===== src/source/regNames.sv =====
// Register ids are 6 bits; only the low two status bits (T, S) are touched by this execute slice
`default_nettype none

package regNames;

	typedef logic [5:0] gprId;	// GPR id as carried in a micro-op

	// Special register ids
	parameter gprId GR_ZZR = 6'h3F;	// Zero register, writes dropped
	parameter gprId GR_DHR = 6'h01;	// High data register
	parameter gprId GR_LR = 6'h12;	// Link register

	// Flag positions inside the 64-bit status register
	parameter int SR_T = 0;	// Test / carry bit
	parameter int SR_S = 1;	// Sign bit

endpackage

`default_nettype wire


===== src/source/execTypes.sv =====
// Opcode and sub-op encodings are local to this slice; unknown values are treated as NOP downstream
`default_nettype none

package execTypes;

	// Major micro-op opcode
	typedef enum logic [5:0] {
		NOP = 6'h00,
		MOV_IR = 6'h01,	// Imm to Rm
		LEA_MR = 6'h02,	// Rm + Imm to Rm
		ALU3 = 6'h03,
		ALUCMP = 6'h04,	// Flags only
		MULW3 = 6'h05,	// Word multiply, result in EX2
		JMP = 6'h06,
		OP_IXT = 6'h07
	} uCmd;

	// Sub-op, meaning depends on the major opcode
	typedef enum logic [5:0] {
		ADD = 6'h00,
		SUB = 6'h01,
		AND = 6'h02,
		OR = 6'h03,
		XOR = 6'h04,
		CMPEQ = 6'h05,
		CMPGT = 6'h06,	// Signed
		IXT_NOP = 6'h20,
		IXT_SLEEP = 6'h21
	} uIxt;

	typedef struct packed {
		uCmd cmd;
		uIxt ixt;
		regNames::gprId idRs;	// Source A
		regNames::gprId idRt;	// Source B
		regNames::gprId idRm;	// Dest
		logic [32:0] imm;	// Sign-extended on use
	} microOp;

	typedef struct packed {
		regNames::gprId regId;
		logic [63:0] value;
	} writeBack;

	// EX1 register contents handed to EX2
	typedef struct packed {
		microOp op;
		writeBack wb;	// Default writeback formed in EX1
		logic [63:0] aluResult;
		logic [1:0] aluFlags;	// {S, T}
		logic [63:0] valRs;	// Needed for JMP status restore
	} ex1Bundle;

endpackage

`default_nettype wire


===== src/source/exStage1.sv =====
// Op and operands must stay stable at the input while advance is low; unknown opcodes forward nothing
`timescale 1ns/100ps
`default_nettype none

module exStage1 (
	input wire clock,
	input wire rst,
	input wire advance,
	input wire execTypes::microOp op,
	input wire [63:0] valRs,
	input wire [63:0] valRm,
	input wire [63:0] aluResult,	// From the combinational ALU
	input wire [1:0] aluFlags,
	output execTypes::ex1Bundle ex1State
);

	execTypes::writeBack defWb;
	logic [63:0] immExt;

	assign immExt = {{31{op.imm[32]}}, op.imm};	// 33 to 64 bits

	// Simple results that finish in EX1
	always_comb begin
		defWb.regId = regNames::GR_ZZR;	// Nothing by default
		defWb.value = '0;
		case (op.cmd)
			execTypes::MOV_IR: begin
				defWb.regId = op.idRm;
				defWb.value = immExt;
			end
			execTypes::LEA_MR: begin
				defWb.regId = op.idRm;
				defWb.value = valRm + immExt;	// Address-like add
			end
			default: begin
			end
		endcase
	end

	// EX1 register
	always_ff @(posedge clock) begin
		if (rst) begin
			ex1State.op.cmd <= execTypes::NOP;
			ex1State.wb.regId <= regNames::GR_ZZR;
		end else if (advance) begin
			ex1State.op <= op;
			ex1State.wb <= defWb;
			ex1State.aluResult <= aluResult;	// Used by ALU3 in EX2
			ex1State.aluFlags <= aluFlags;
			ex1State.valRs <= valRs;
		end
	end

endmodule

`default_nettype wire


===== config.mk =====
export PLATFORM = sky130hd
export DESIGN_NAME = exStage1
export DESIGN_NICKNAME = d
export VERILOG_FILES = /design/src/source/regNames.sv /design/src/source/execTypes.sv /design/src/source/exStage1.sv
export SDC_FILE = /design/constraint.sdc
export NUM_CORES = 1
export LEC_CHECK = 0
export BUFFER_PORTS_ARGS = -buffer_cell sky130_fd_sc_hd__buf_2
export CORE_AREA = 2 2 206 208
export CTS_CLUSTER_SIZE = 28
export DETAILED_ROUTE_END_ITERATION = 7
export DIE_AREA = 0 0 208 210
export PLACE_DENSITY = 0.59
export SKIP_CTS_REPAIR_TIMING = 1
export SYNTH_ARGS = -nofsm -noshare
export SYNTH_HDL_FRONTEND = slang
export SYNTH_SLANG_ARGS = --single-unit

===== constraint.sdc =====
create_clock -name clock -period 27.2 [get_ports clock]
set_input_delay 1.36 -clock clock [delete_from_list [all_inputs] [get_ports clock]]
set_output_delay 1.36 -clock clock [all_outputs]
set_load 0.05 [all_outputs]

## Yosys cells after proc, flatten, opt, wreduce, memory -nomap -nowiden

Index checks and enable logic that the tools add are counted.

- Add/subtract/negate cells: 1
- Bitwise logic cells: 1
- Equality and inequality tests: 2
- Mux-type cells: 1
- Reductions and logical operators: 1

Operators by type and width:

| operator | count |
|---|---|
| 70-bit one-hot mux with 2 select lines | 1 |
| 64-bit adder | 1 |
| 6-bit by 1-bit equality test with 1-bit output (second input constant) | 1 |
| 6-bit by 2-bit equality test with 1-bit output (second input constant) | 1 |
| 2-bit AND reduction | 1 |
| 1-bit inverter | 1 |

- Register bits: 263
- Output and inout bits: 263
- Word-level logic and storage cells: 17
- Input port bits: 260

## Longest topological paths before layout

Gate-level depths: netlist of the first run.

- Word-level depth: 2
- Mapped depth: 12
- Mapped depth without buffers: 12

## Least setup slack after synthesis of the first run

No wires, ideal clock.

- Kind: in2reg
- From: input port advance
- To: register ex1State[0] in the netlist's numbering (enable)
- Data arrival time: 13090 ps
- Buffers on the path: 2
- Cell stages on the path: 3
- Setup time: 902 ps
- Path slack: 13208 ps
- Data required time: 26298 ps
- Path through: clkbuf_1 > buf_1 > nor2b_1

- Cells in the longest elaborated chain, start to end: 1

Ends and longest elaborated chain:

| item | RTL line | source |
|---|---|---|
| start, declared | exStage1.sv:8 | `input wire advance,` |
| 2-bit AND reduction (no source line) | -- |  |
| end, declared | exStage1.sv:14 | `output execTypes::ex1Bundle ex1State` |

No other way between the ends.
A chain may end at the register's enable or synchronous reset.

==> results.txt, run 1 <==
The clock network latency to the later pin of the worst-skew pair is 0.56 ns. The final hold violation count is 0. The layout has 4049 filler cells.

The area inside the core boundary came out at 41500 sq um. The register with the most flip-flops in the layout has 263 of them. The number of slew-limit violations in the final report came out at 0.

The setup path with the least slack is of type input port to register. The max capacitance violation total is 0. At the worst endpoint, the arrival time is 4.54 ns. The synthesized design contains 251 enable-type register cells. The die outline area is 43700 sq um. After detailed routing, the average wire length per cell comes to 22.3 microns.

The post-synthesis net count came out at 1329. The register with the most flip-flops in the final layout is ex1State. The highest attainable clock frequency is 0.233 GHz. Before antenna repair, the detailed router went through 5 iterations. Counting flops and latches in the post-synthesis netlist gives 263.

The library cells used most frequently in the layout, excluding fill and tap cells, are sky130_fd_sc_hd__buf_2 (522), sky130_fd_sc_hd__edfxtp_1 (251), sky130_fd_sc_hd__nand2_1 (96). The clock-pin slew on the worst setup and hold paths is 0.07 ns. Leaving out fill and tap cells, the most frequent cell in the layout is sky130_fd_sc_hd__buf_2.

The share of the core filled with cells is 40.3%. Setup repair after global routing left no endpoint under its margin. The die outline width came out at 208 microns. The initial standard-cell utilization of the core is 30.2%. The most critical setup path has its startpoint at op[0].

The largest registers in the layout are ex1State (263). The design draws 1.15 mW. The number of sinks on the clock net came out at 263. The global-route total usage across every layer is 20.2%. The count of yosys warnings during synthesis came out at 0. The number of buffers on the longest clock path came out at 3.

The post-synthesis instance area came out at 12500 sq um. Summed over all failing endpoints, the final setup total negative slack is 0 ns. The HPWL after detailed placement came out at 37.0 mm. The number of global-route vias before repair is 10300. The detailed router finished its first iteration with 644 violations.

For this block, the routed nets add up to 46.7 mm of wire. The actual transition at the worst max-transition pin is 1.14 ns. The worst pin sits at a relative slew slack of 23.9%. For this run, design rule violations remaining after detail routing come to 0. The number of input and output port buffers inserted came out at 522.

Across all layers, the routed design uses 10500 vias. The share of the Yosys chip area taken by registers is 62.1%. The wire length of the first global-routing pass came out at 66.3 mm.

The average cell area after synthesis came out at 12.5 sq um. TritonCTS built the clock tree. The remaining antenna violation count came out at 0. The master cell of the clock root buffer is sky130_fd_sc_hd__clkbuf_16.

Buffers inserted during clock tree synthesis total 31. The cell area power density is 69.1 nW/um^2. In this run the core area contains 75 standard-cell rows. The critical path required time is 27.46 ns. The die height is 210 microns. At the end of the flow, the number of nets in the layout was 1844. The cell count after synthesis is 1005. Clock skew on the completed layout was measured at 0 ns.

The most used flip-flop cell after synthesis is sky130_fd_sc_hd__edfxtp_1. The worst register-to-register path begins at ex1State[197]$_SDFFE_PP1P_. The area growth from synthesis to final layout is 33.2%. The largest driver fanout on the critical path is 5. The worst setup path is captured at a register. The number of failing setup endpoints in the final timing report came out at 0. The longest individual stage delay on the worst path came out at 0.55 ns. In this run the number of H-tree levels came out at 1. The master of the slowest instance on the critical path is sky130_fd_sc_hd__or4_4. In the final layout, the multi-input gates occupy 4430 sq um. The signal on the critical path passes through buf_2 > ha_1 > inv_1 > fa_1 > nand2b_1 > a21oi_2 > o211ai_2 > a2111o_1 > a21o_1 > or4_4 > a211oi_1 > mux2i_1 > o311ai_1. Entering global routing, the biggest net connects 159 pins.

The number of antenna violations at the first check in global routing came out at 24. The netlist uses 81 different library cells. The worst-case IR drop observed on VDD is 0.0505 mV. The standby leakage power is 6.79 nW. The total I/O pin count came out at 523.

The worst setup path is launched from an input port. The share of the clock period used by the worst path after layout is 15.8%. Summing all flip-flop and latch instances after layout gives 7780 sq um. The min-delay analysis places its worst path in the category register to register. The routed design could run at a clock period as short as 4.29 ns. The total overflow left after global routing is 0. The proportion of synthesized flip-flops having asynchronous set or reset is 0%. The final weighted congestion of routability-driven global placement is 0.865. The fraction of final layout cells sized beyond drive strength 1 is 39.1%. The detailed-route vias per instance came out at 5.00. The source of the worst hold timing path is ex1State[261]$_SDFFE_PP0P_. The run finished with clean final reports.
-- critical path: cells and delay by family --
family                   cells  cell delay, ns
AO/OA/AOI/OAI                6            1.42
AND/OR/NAND/NOR              2            0.77
adder cells (fa/ha/maj)      2            0.60
multiplexers                 1            0.22
buffers and inverters        2            0.16
-- cells by family after synthesis --
kind of cell / after synthesis / share of synthesized area (%)
muxes: 8 / 0.639
adders and majority gates: 64 / 6.45
and+or+nand+nor: 264 / 9.96
xor gates and xnor gates: 50 / 3.49
AOI/OAI and AO/OA: 291 / 14.7
buffers and inverters: 65 / 2.70
DFF: 263 / 62.1
-- synth_stat cells (7+ instances only) --
master / number / area [sq um]
sky130_fd_sc_hd__clkbuf_1: 15 / 56.3
sky130_fd_sc_hd__nor2b_1: 7 / 43.8
sky130_fd_sc_hd__mux2i_1: 8 / 80.1
sky130_fd_sc_hd__buf_2: 15 / 75.1
sky130_fd_sc_hd__xor2_1: 25 / 219
sky130_fd_sc_hd__nand3_1: 12 / 60.1
sky130_fd_sc_hd__dfxtp_1: 12 / 240
sky130_fd_sc_hd__o211ai_1: 10 / 75.1
sky130_fd_sc_hd__edfxtp_1: 251 / 7540
sky130_fd_sc_hd__nor2_1: 72 / 270
sky130_fd_sc_hd__xnor2_1: 25 / 219
sky130_fd_sc_hd__a21o_1: 23 / 173
sky130_fd_sc_hd__and3_1: 9 / 56.3
sky130_fd_sc_hd__nand2_1: 96 / 360
sky130_fd_sc_hd__o31ai_1: 9 / 67.6
sky130_fd_sc_hd__o21ai_0: 80 / 400
sky130_fd_sc_hd__a21oi_1: 86 / 430
sky130_fd_sc_hd__o21a_1: 10 / 75.1
sky130_fd_sc_hd__ha_1: 63 / 788
sky130_fd_sc_hd__inv_1: 20 / 75.1
sky130_fd_sc_hd__nand4_1: 22 / 138
sky130_fd_sc_hd__or2_2: 8 / 50.1
sky130_fd_sc_hd__o21bai_1: 14 / 105
-- power by group --
group	total, mW	internal, mW	switching [mW]
Combinational	0.248	0.0675	0.180
Sequential	0.478	0.471	0.00701
Clock	0.427	0.257	0.170
Total	1.15	0.796	0.358
-- through the flow --
stage	std cells	hold slack (ns)	instance area [sq um]	worst slack, ns
2_1_floorplan	1005	0.738	12500	13.21
3_3_place_gp	2026	0.471	15600	22.42
3_5_place_dp	2026	0.478	15600	22.33
4_1_cts	2084	0.494	16700	22.93
5_1_grt	2092	0.544	16700	22.72
6_report	2094	0.499	16700	22.91
-- layout make-up --
cell class                      instances  share of cell area [%]
Timing Repair Buffer                  527                    15.9
Antenna cell                           10                   0.150
Sequential cell                       263                    46.6
Inverter                               20                   0.450
Multi-Input combinational cell        677                    26.6
Clock buffer                           36                    4.76
Clock inverter                         22                    1.53
Tap cell                              539                    4.04
-- per-layer routing --
layer  wire [microns]  global-route usage, %  vias up
met2            24500                   37.0      431
met4             1070                   6.51        4
met3             3170                   4.80       73
li1                 -                      -     4880
met5               19                      0        -
met1            17900                   23.3     5092
-- worst paths after layout --
path	depth (start not counted)	slack [ns]	end
hold / removal	2	0.50	ex1State[261]$_SDFFE_PP0P_
hold reg to reg	2	0.50	ex1State[261]$_SDFFE_PP0P_
setup reg to reg	3	26.35	ex1State[197]$_SDFFE_PP1P_
setup / recovery	13	22.91	ex1State[184]$_DFFE_PP_
(Power assumes the default switching activity.)
==> run 2: changes to the inputs <==
ABC_AREA = 1   (was default)
CORE_AREA = 2 2 203 205   (was 2 2 206 208)
DIE_AREA = 0 0 205 207   (was 0 0 208 210)
PLACE_DENSITY = 0.68   (was 0.59)
clock period = 3.66 ns   (was 27.2 ns; I/O delays follow)
==> run 2 against run 1 <==
  * Sequential power rose to 7.5 times the previous value
  * Largest cell class unchanged
  * Largest power group unchanged
  * Die area decreased by 2.9%
  * Critical path depth rose by 4
  * Clock power rose to 7.5 times the previous value
  * Worst hold slack got worse by 0.49 ns
  * Via count rose by 36%
  * Critical endpoint is now ex1State[186]$_DFFE_PP_
  * Utilization grew 11 points
  * Wire length is 30% higher
==> results.txt, run 2 <==
The run finished with clean final reports. The actual transition at the worst max-transition pin came out at 0.977 ns (-0.162 ns). The highest attainable clock frequency came out at 0.393 GHz. The worst setup path is captured at a register. The number of buffers on the longest clock path came out at 3 (unchanged). The leftover overflow at the end of global routing is 0 (unchanged).

The cell area power density is 434 nW/um^2 (+530%). The post-synthesis instance area is 14500 sq um (+16%). The power spent charging and discharging nets is 2.96 mW (+730%). The CTS buffer count came out at 30 (-3.2%). The top cell type's share of synthesized area came out at 52.0% (-8.1 points). The share of the clock period used by the worst path after layout came out at 69.6%. The clock network latency to the later pin of the worst-skew pair came out at 0.56 ns (about the same). Setup repair after global routing left no endpoint under its margin. The most instantiated library cell after synthesis is sky130_fd_sc_hd__nand2_1. More flip-flops sit in one register than any other, and that register is ex1State. The die outline area came to 42400 sq um (-2.9%). The clock tree from TritonCTS is done.

The post-synthesis net count came to 2051 (+54%). The number of global-route vias before repair is 13200 (+28%). The master cell of the clock root buffer is sky130_fd_sc_hd__clkbuf_16. The arrival time of data at the critical path endpoint is 2.84 ns (-1.70 ns). The number of violations reported at the end of detailed-routing iteration 0 is 760 (+18%). Tracing the worst setup path back leads to its startpoint at op[0]. The worst voltage drop across the vdd grid is 0.329 mV (+550%).

The share of the core filled with cells is 51.7% (+11 points). The portion of total power attributed to the clock network was 35.6% (-1.4 points). The number of sinks on the clock net came out at 263 (unchanged). The startpoint identified for the worst hold timing path is advance. Compared with the post-synthesis result, the final layout area differs by 44.0%. The proportion of synthesized flip-flops having asynchronous set or reset is 0% (unchanged). The max capacitance violation total is 0 (unchanged).

The die outline width is 205 microns (-1.4%). The worst register-to-register path begins at ex1State[196]$_SDFFE_PP1P_. The die height is 207 microns (-1.4%). The largest driver fanout on the critical path is 5 (unchanged). The maximum number of pins on one net before global-route repair is 59 (-63%). The wire length of the first global-routing pass was 82.0 mm (+24%). The unique cell type count in the Yosys netlist is 38 (-53%). The minimum period implied by the final worst setup slack is 2.55 ns. The detailed-route vias per instance is 4.71 (-5.9%).

The flip-flop and latch count after synthesis came out at 263 (unchanged). The number of nets in the final layout is 2799 (+52%). The switching share of power is 32.7% (+1.7 points). Leaving out fill and tap cells, the most frequent cell in the layout is sky130_fd_sc_hd__nand2_1.

The internal power contribution is 6.09 mW (+670%). The fraction of final layout cells sized beyond drive strength 1 is 26.2% (-13 points). The overall via count from detail_route came to 14300 (+36%).

The sequential cell area fraction in the yosys report is 53.7% (-8.4 points). The worst hold slack came out at 0.00903 ns (-0.490 ns). The final weighted congestion of routability-driven global placement came out at 0.990 (+14%). In this run the worst hold path is classified as input port to register. The number of slew-limit violations in the final report is 0 (unchanged). The routed wire length was 60.6 mm (+30%). The HPWL after detailed placement was 47.7 mm (+29%).

The remaining antenna violation count was 0 (unchanged). The maximum clock skew at final layout came out at 0 ns (unchanged). The library cells used most frequently in the layout, excluding fill and tap cells, are sky130_fd_sc_hd__nand2_1 (665), sky130_fd_sc_hd__buf_2 (522), sky130_fd_sc_hd__inv_1 (333).

The standby leakage power is 10.5 nW (+55%). The combinational group share of total power is 24.9% (+3.4 points). The final-layout fill cell count came out at 3818 (-5.7%). The cell count after synthesis is 1727 (+72%). The number of antenna violations at the first check in global routing is 4 (-83%). Of all cell types, the one taking the most synthesized area is sky130_fd_sc_hd__edfxtp_1. The most used flip-flop cell after synthesis is sky130_fd_sc_hd__edfxtp_1. The length of the first detailed-routing pass in iterations came out at 5 (unchanged). In the final layout, the registers with the most flip-flops are ex1State (263). The number of failing setup endpoints in the final timing report came out at 0 (unchanged). The total I/O pin count is 523 (unchanged). The average cell area after synthesis is 8.39 sq um (-33%). The number of enable-type register cells in the synthesized netlist came out at 251 (unchanged). The critical path required time is 3.95 ns (-23.51 ns). STA classifies the critical path startpoint as an input port. The sequential cell fraction of total power came out at 39.5% (-2.0 points). Sorting the synthesized cells by area gives the leading types as sky130_fd_sc_hd__edfxtp_1 (52%), sky130_fd_sc_hd__nand2_1 (17%), sky130_fd_sc_hd__inv_1 (8.6%). The number of flip-flops in the largest register came out at 263 (unchanged). The initial standard-cell utilization of the core came out at 35.9% (+5.7 points). The clock-pin slew on the worst setup and hold paths is 0.06 ns (about the same). The worst slew margin relative to its limit came to 34.7% (+11 points).

The area inside the core boundary came out at 40400 sq um (-2.7%). The number of input and output port buffers inserted came out at 522 (unchanged). The remaining design rule violation count came out at 0 (unchanged). The detailed-route wire length per cell came out at 20.0 microns (-10%). The global-route total usage across every layer is 26.2% (+5.9 points). The category of the most critical setup path is input port to register. The number of standard-cell rows in the floorplan is 74 (-1.3%).

The count of H-tree levels built during CTS came out at 1 (unchanged). By count the netlist is led by sky130_fd_sc_hd__nand2_1 (665), sky130_fd_sc_hd__inv_1 (333), sky130_fd_sc_hd__edfxtp_1 (251). The final hold violation count is 0 (unchanged). The count of yosys warnings during synthesis is 0 (unchanged).
-- run 2: metal layers --
metal | global-route usage, % | vias to the layer above | share of wire [%]
met2 | 46.9 | 526 | 51
met1 | 31.8 | 6666 | 39
met5 | 0 | - | 0
li1 | - | 6991 | -
met3 | 3.93 | 104 | 6.1
met4 | 9.10 | 0 | 3.4
-- run 2: final timing paths --
kind	endpoint	slack, ns	depth (start not counted)
hold / removal	ex1State[257]$_SDFFE_PP0P_	0.009	2
setup reg to reg	ex1State[196]$_SDFFE_PP1P_	3.01	2
setup / recovery	ex1State[186]$_DFFE_PP_	1.11	17
hold reg to reg	ex1State[198]$_SDFFE_PP1P_	0.47	2
-- run 2: cells by family (layout without fill, tap and decap cells) --
group | Yosys count | in the layout | share of synthesized area, %
AOI/OAI and AO/OA | 113 | 113 | 4.18
xor gates and xnor gates | 3 | 3 | 0.181
adders and majority gates | 64 | 64 | 5.58
buffers and inverters | 351 | 1123 | 9.15
DFF | 263 | 263 | 53.7
other | 0 | 3 | 0
and+or+nand+nor | 933 | 933 | 27.2
-- run 2: worst max-delay path, cell delays in order --
cell	delay [ns]
sky130_fd_sc_hd__dlygate4sd3_1	0.54
sky130_fd_sc_hd__buf_2	0.14
sky130_fd_sc_hd__ha_1	0.17
sky130_fd_sc_hd__inv_1	0.05
sky130_fd_sc_hd__fa_1	0.35
sky130_fd_sc_hd__inv_1	0.17
sky130_fd_sc_hd__nand3_1	0.09
sky130_fd_sc_hd__nand2_1	0.16
sky130_fd_sc_hd__nand2_1	0.07
sky130_fd_sc_hd__nand2_1	0.20
sky130_fd_sc_hd__nand3_1	0.13
sky130_fd_sc_hd__nand3_2	0.14
sky130_fd_sc_hd__nand2_1	0.14
sky130_fd_sc_hd__nand2_1	0.10
sky130_fd_sc_hd__nand2_1	0.05
sky130_fd_sc_hd__nand3_1	0.08
sky130_fd_sc_hd__nand2_1	0.07
-- run 2: power groups by stage --
stage               sequential [mW]  combinational [mW]  clock [mW]
detailed placement             3.63                2.06           0
finish                         3.57                2.25        3.22
floorplan                      4.29               0.721           0
global placement               3.62                2.05           0
CTS                            3.57                2.07        3.27
global route                   3.58                2.41        3.41
-- run 2: cell type report --
cell class                 count  area (sq um)  share of cell area [%]
antenna                        3          7.51                  0.0360
inverter                     337          1260                    6.06
clock buffer                  34           766                    3.67
clock inverter                22           288                    1.38
multi-input combinational   1113          5390                    25.8
sequential                   263          7780                    37.3
timing repair buffer         730          4700                    22.6
tap                          532           666                    3.19
-- run 2: per-stage QoR --
step | instance area, sq um | power, mW | TNS [ns] | cells | setup slack, ns
2_1_floorplan | 14500 | 5.01 | -189.87 | 1727 | -0.756
4_1_cts | 18900 | 8.90 | 0 | 2839 | 1.59
5_1_grt | 20900 | 9.40 | 0 | 3034 | 0.882
3_5_place_dp | 17900 | 5.69 | 0 | 2783 | 0.980
3_3_place_gp | 17900 | 5.67 | 0 | 2783 | 0.931
6_report | 20900 | 9.05 | 0 | 3034 | 1.11
==> run 3: changes to the inputs <==
CORE_AREA = 2 2 205 207   (was 2 2 203 205)
DIE_AREA = 0 0 207 209   (was 0 0 205 207)
PLACE_DENSITY = 0.64   (was 0.68)
clock period = 2.6 ns   (was 3.66 ns; I/O delays follow)
==> run 3 against run 2 <==
  * The run now ends with negative hold slack left
  * Die area increased by 2.0%
  * Design area decreased by 0.45%
  * Sequential share of layout area increased by 0.17 points
  * Clock-buffer cell count increased by 4
  * Non-clock buffer count increased by 3
  * Largest cell class unchanged
  * Highest routed layer unchanged
  * Flip-flop and latch count unchanged
  * Via count increased by 0.59%
  * Clock power increased by 25%
==> results.txt, run 3 (synthesis results as in run 2) <==
The maximum clock skew at final layout came to 0 ns (unchanged). The clock network latency to the later pin of the worst-skew pair came to 0.57 ns (about the same). The final-layout fill cell count is 3921 (+2.7%).

The number of global-route vias before repair was 13100 (-0.30%). The actual transition at the worst max-transition pin is 0.936 ns (-0.0410 ns). The number of nets in the final layout came out at 2801 (+0.071%). The worst hold slack came out at -0.0157 ns (-0.0247 ns). The worst voltage drop across the vdd grid came out at 0.442 mV (+34%). The length of the first detailed-routing pass in iterations is 5 (unchanged). The path class of the tightest hold or removal check is input port to register. The total I/O pin count came out at 523 (unchanged). The die outline width came out at 207 microns (+0.98%).

More flip-flops sit in one register than any other, and that register is ex1State. The master cell of the clock root buffer is sky130_fd_sc_hd__clkbuf_16. The clock tree from TritonCTS is done. The area inside the core boundary came to 41300 sq um (+2.3%). The remaining design rule violation count is 0 (unchanged). The leftover overflow at the end of global routing is 0 (unchanged).

The share of the core filled with cells was 50.3% (-1.4 points). The length in cells of the worst reg-to-reg path is 2 (unchanged). Derived from the worst setup path, the maximum achievable clock frequency is 0.415 GHz. The clock-pin slew on the worst setup and hold paths is 0.06 ns (about the same). The arrival time of data at the critical path endpoint came out at 2.71 ns (-0.13 ns).

The source of the critical timing path is op[30]. The maximum number of pins on one net before global-route repair was 87 (+47%). The worst hold path depth came to 5 (+3). The number of buffers on the longest clock path was 3 (unchanged).

The overall via count from detail_route is 14400 (+0.59%). The number of antenna violations at the first check in global routing came out at 4 (unchanged). The share of the clock period used by the worst path after layout came out at 92.6%. The number of sinks on the clock net came out at 263 (unchanged).

The final reports fail on negative hold slack. The register-to-register setup slack was 1.94 ns (-1.07 ns). The placed instance area is 17900 sq um (+0.16%). The standby leakage power came out at 10.5 nW (-0.50%). The count of H-tree levels built during CTS came out at 1 (unchanged).

The HPWL after detailed placement came out at 45.8 mm (-4.1%). The worst setup path is launched from an input port. The detailed-route vias per instance was 4.72 (+0.32%).

The number of input and output port buffers inserted was 522 (unchanged). The library cell used most frequently in the layout, excluding fill and tap cells, is sky130_fd_sc_hd__nand2_1. The routed wire length came out at 58.1 mm (-4.1%). The initial standard-cell utilization of the core is 35.1% (-0.80 points). The final hold violation count came out at 1 (+1). The wire length of the first global-routing pass is 80.3 mm (-2.0%).

The CTS buffer count came out at 29 (-3.3%). The origin of the critical flop-to-flop path is ex1State[194]$_SDFFE_PP1P_. The number of flip-flops in the largest register came out at 263 (unchanged). The worst setup path is captured at a register. The final weighted congestion of routability-driven global placement is 0.986 (-0.40%). The number of slew-limit violations in the final report was 0 (unchanged). The detailed-route wire length per cell came out at 19.1 microns (-4.4%). Setup repair after global routing left no endpoint under its margin. The global-route total usage across every layer is 24.6% (-1.6 points).

The max capacitance violation total is 0 (unchanged). The die height is 209 microns (+0.97%). The number of failing setup endpoints in the final timing report is 0 (unchanged). The largest driver fanout on the critical path came out at 5 (unchanged). The largest registers in the layout are ex1State (263).

The flow ran to the end, but the final reports show violations. The worst slew margin relative to its limit came out at 37.2% (+2.5 points). The worst setup path is of the input port to register kind. The fraction of final layout cells sized beyond drive strength 1 came out at 26.0% (-0.13 points). The cell area power density is 589 nW/um^2 (+36%). The remaining antenna violation count came out at 0 (unchanged). The area of all placed cells without fillers came out at 20800 sq um (-0.45%).

The endpoint identified for the worst register-to-register timing path is ex1State[194]$_SDFFE_PP1P_. The area growth from synthesis to final layout came out at 43.4%. The number of violations reported at the end of detailed-routing iteration 0 came out at 979 (+29%). The number of standard-cell rows in the floorplan is 75 (+1.4%). The minimum period implied by the final worst setup slack is 2.41 ns. In the layout the commonest cells are sky130_fd_sc_hd__nand2_1 (665), sky130_fd_sc_hd__buf_2 (522), sky130_fd_sc_hd__inv_1 (333). The die outline area is 43300 sq um (+2.0%).

The critical path ends at ex1State[177]$_DFFE_PP_. The critical path required time is 2.90 ns (-1.05 ns).
run 3: cell types whose count changed in the layout (fill, tap and decap cells not counted):
cell / previous run / this run
sky130_fd_sc_hd__clkbuf_1: 4 / 9
sky130_fd_sc_hd__buf_12: 4 / 5
sky130_fd_sc_hd__clkinv_2: 3 / 4
sky130_fd_sc_hd__clkinv_4: 3 / 2
sky130_fd_sc_hd__clkinv_1: 7 / 4
sky130_fd_sc_hd__bufinv_16: 6 / 2
sky130_fd_sc_hd__inv_8: 1 / 0
sky130_fd_sc_hd__clkbuf_16: 30 / 29
sky130_fd_sc_hd__dlygate4sd3_1: 192 / 194
sky130_fd_sc_hd__inv_6: 1 / 4
sky130_fd_sc_hd__clkinv_8: 1 / 0
run 3: area by class of cell:
class | instances | area (sq um) | area share [%]
sequential | 263 | 7780 | 37.4
multi-input combinational | 1113 | 5390 | 25.9
timing repair buffer | 733 | 4740 | 22.8
inverter | 337 | 1260 | 6.09
clock buffer | 38 | 759 | 3.66
tap | 539 | 674 | 3.25
clock inverter | 16 | 151 | 0.729
antenna | 3 | 7.51 | 0.0361
run 3: worst max-delay path, stage by stage:
cell                            delay, ns
sky130_fd_sc_hd__dlygate4sd3_1       0.55
sky130_fd_sc_hd__buf_2               0.16
sky130_fd_sc_hd__ha_1                0.39
sky130_fd_sc_hd__nand2_1             0.23
sky130_fd_sc_hd__nor2_2              0.20
sky130_fd_sc_hd__nand2_1             0.09
sky130_fd_sc_hd__inv_1               0.23
sky130_fd_sc_hd__a21oi_1             0.12
sky130_fd_sc_hd__nand2_2             0.17
sky130_fd_sc_hd__nand2_1             0.09
sky130_fd_sc_hd__nand2_1             0.07
sky130_fd_sc_hd__nand2_1             0.05
sky130_fd_sc_hd__nand3_1             0.13
sky130_fd_sc_hd__nand2_1             0.08
run 3: per-layer routing:
metal / wire length, microns / global-route usage (%)
met1: 22900 / 29.6
met2: 30200 / 45.1
met3: 3420 / 4.40
met4: 1640 / 6.67
met5: 0 / 0
run 3: power breakdown:
group	internal, mW	total [mW]	switching [mW]	leakage, nW
Sequential	4.93	5.01	0.0853	2.38
Combinational	0.924	3.17	2.25	7.64
Clock	2.27	4.04	1.76	0.443
run 3: how the worst min path moves through the flow:
stage | slack, ns | end | start
finish | -0.02 | ex1State[193]$_DFFE_PP_ | valRm[63]
global route | 0.02 | ex1State[193]$_DFFE_PP_ | valRm[63]
CTS | -0.30 | ex1State[8]$_DFFE_PP_ | valRs[8]
detailed placement | 0.31 | ex1State[50]$_DFFE_PP_ | valRs[50]
global placement | 0.31 | ex1State[63]$_DFFE_PP_ | valRs[63]
floorplan | 0.23 | ex1State[0]$_DFFE_PP_ | valRs[0]
run 3: stage by stage:
step / hold WS, ns / setup slack (ns) / TNS (ns) / total power [mW] / std cells
after global routing: 0.0201 / 0.0371 / 0 / 12.7 / 3042
after detailed placement: 0.308 / -0.111 / -0.816 / 8.00 / 2791
after CTS: -0.297 / 0.486 / 0 / 12.0 / 2845
after global placement: 0.307 / -0.100 / -0.803 / 7.98 / 2791
final: -0.0157 / 0.192 / 0 / 12.2 / 3042
after floorplan: 0.229 / -1.76 / -442.63 / 7.05 / 1727
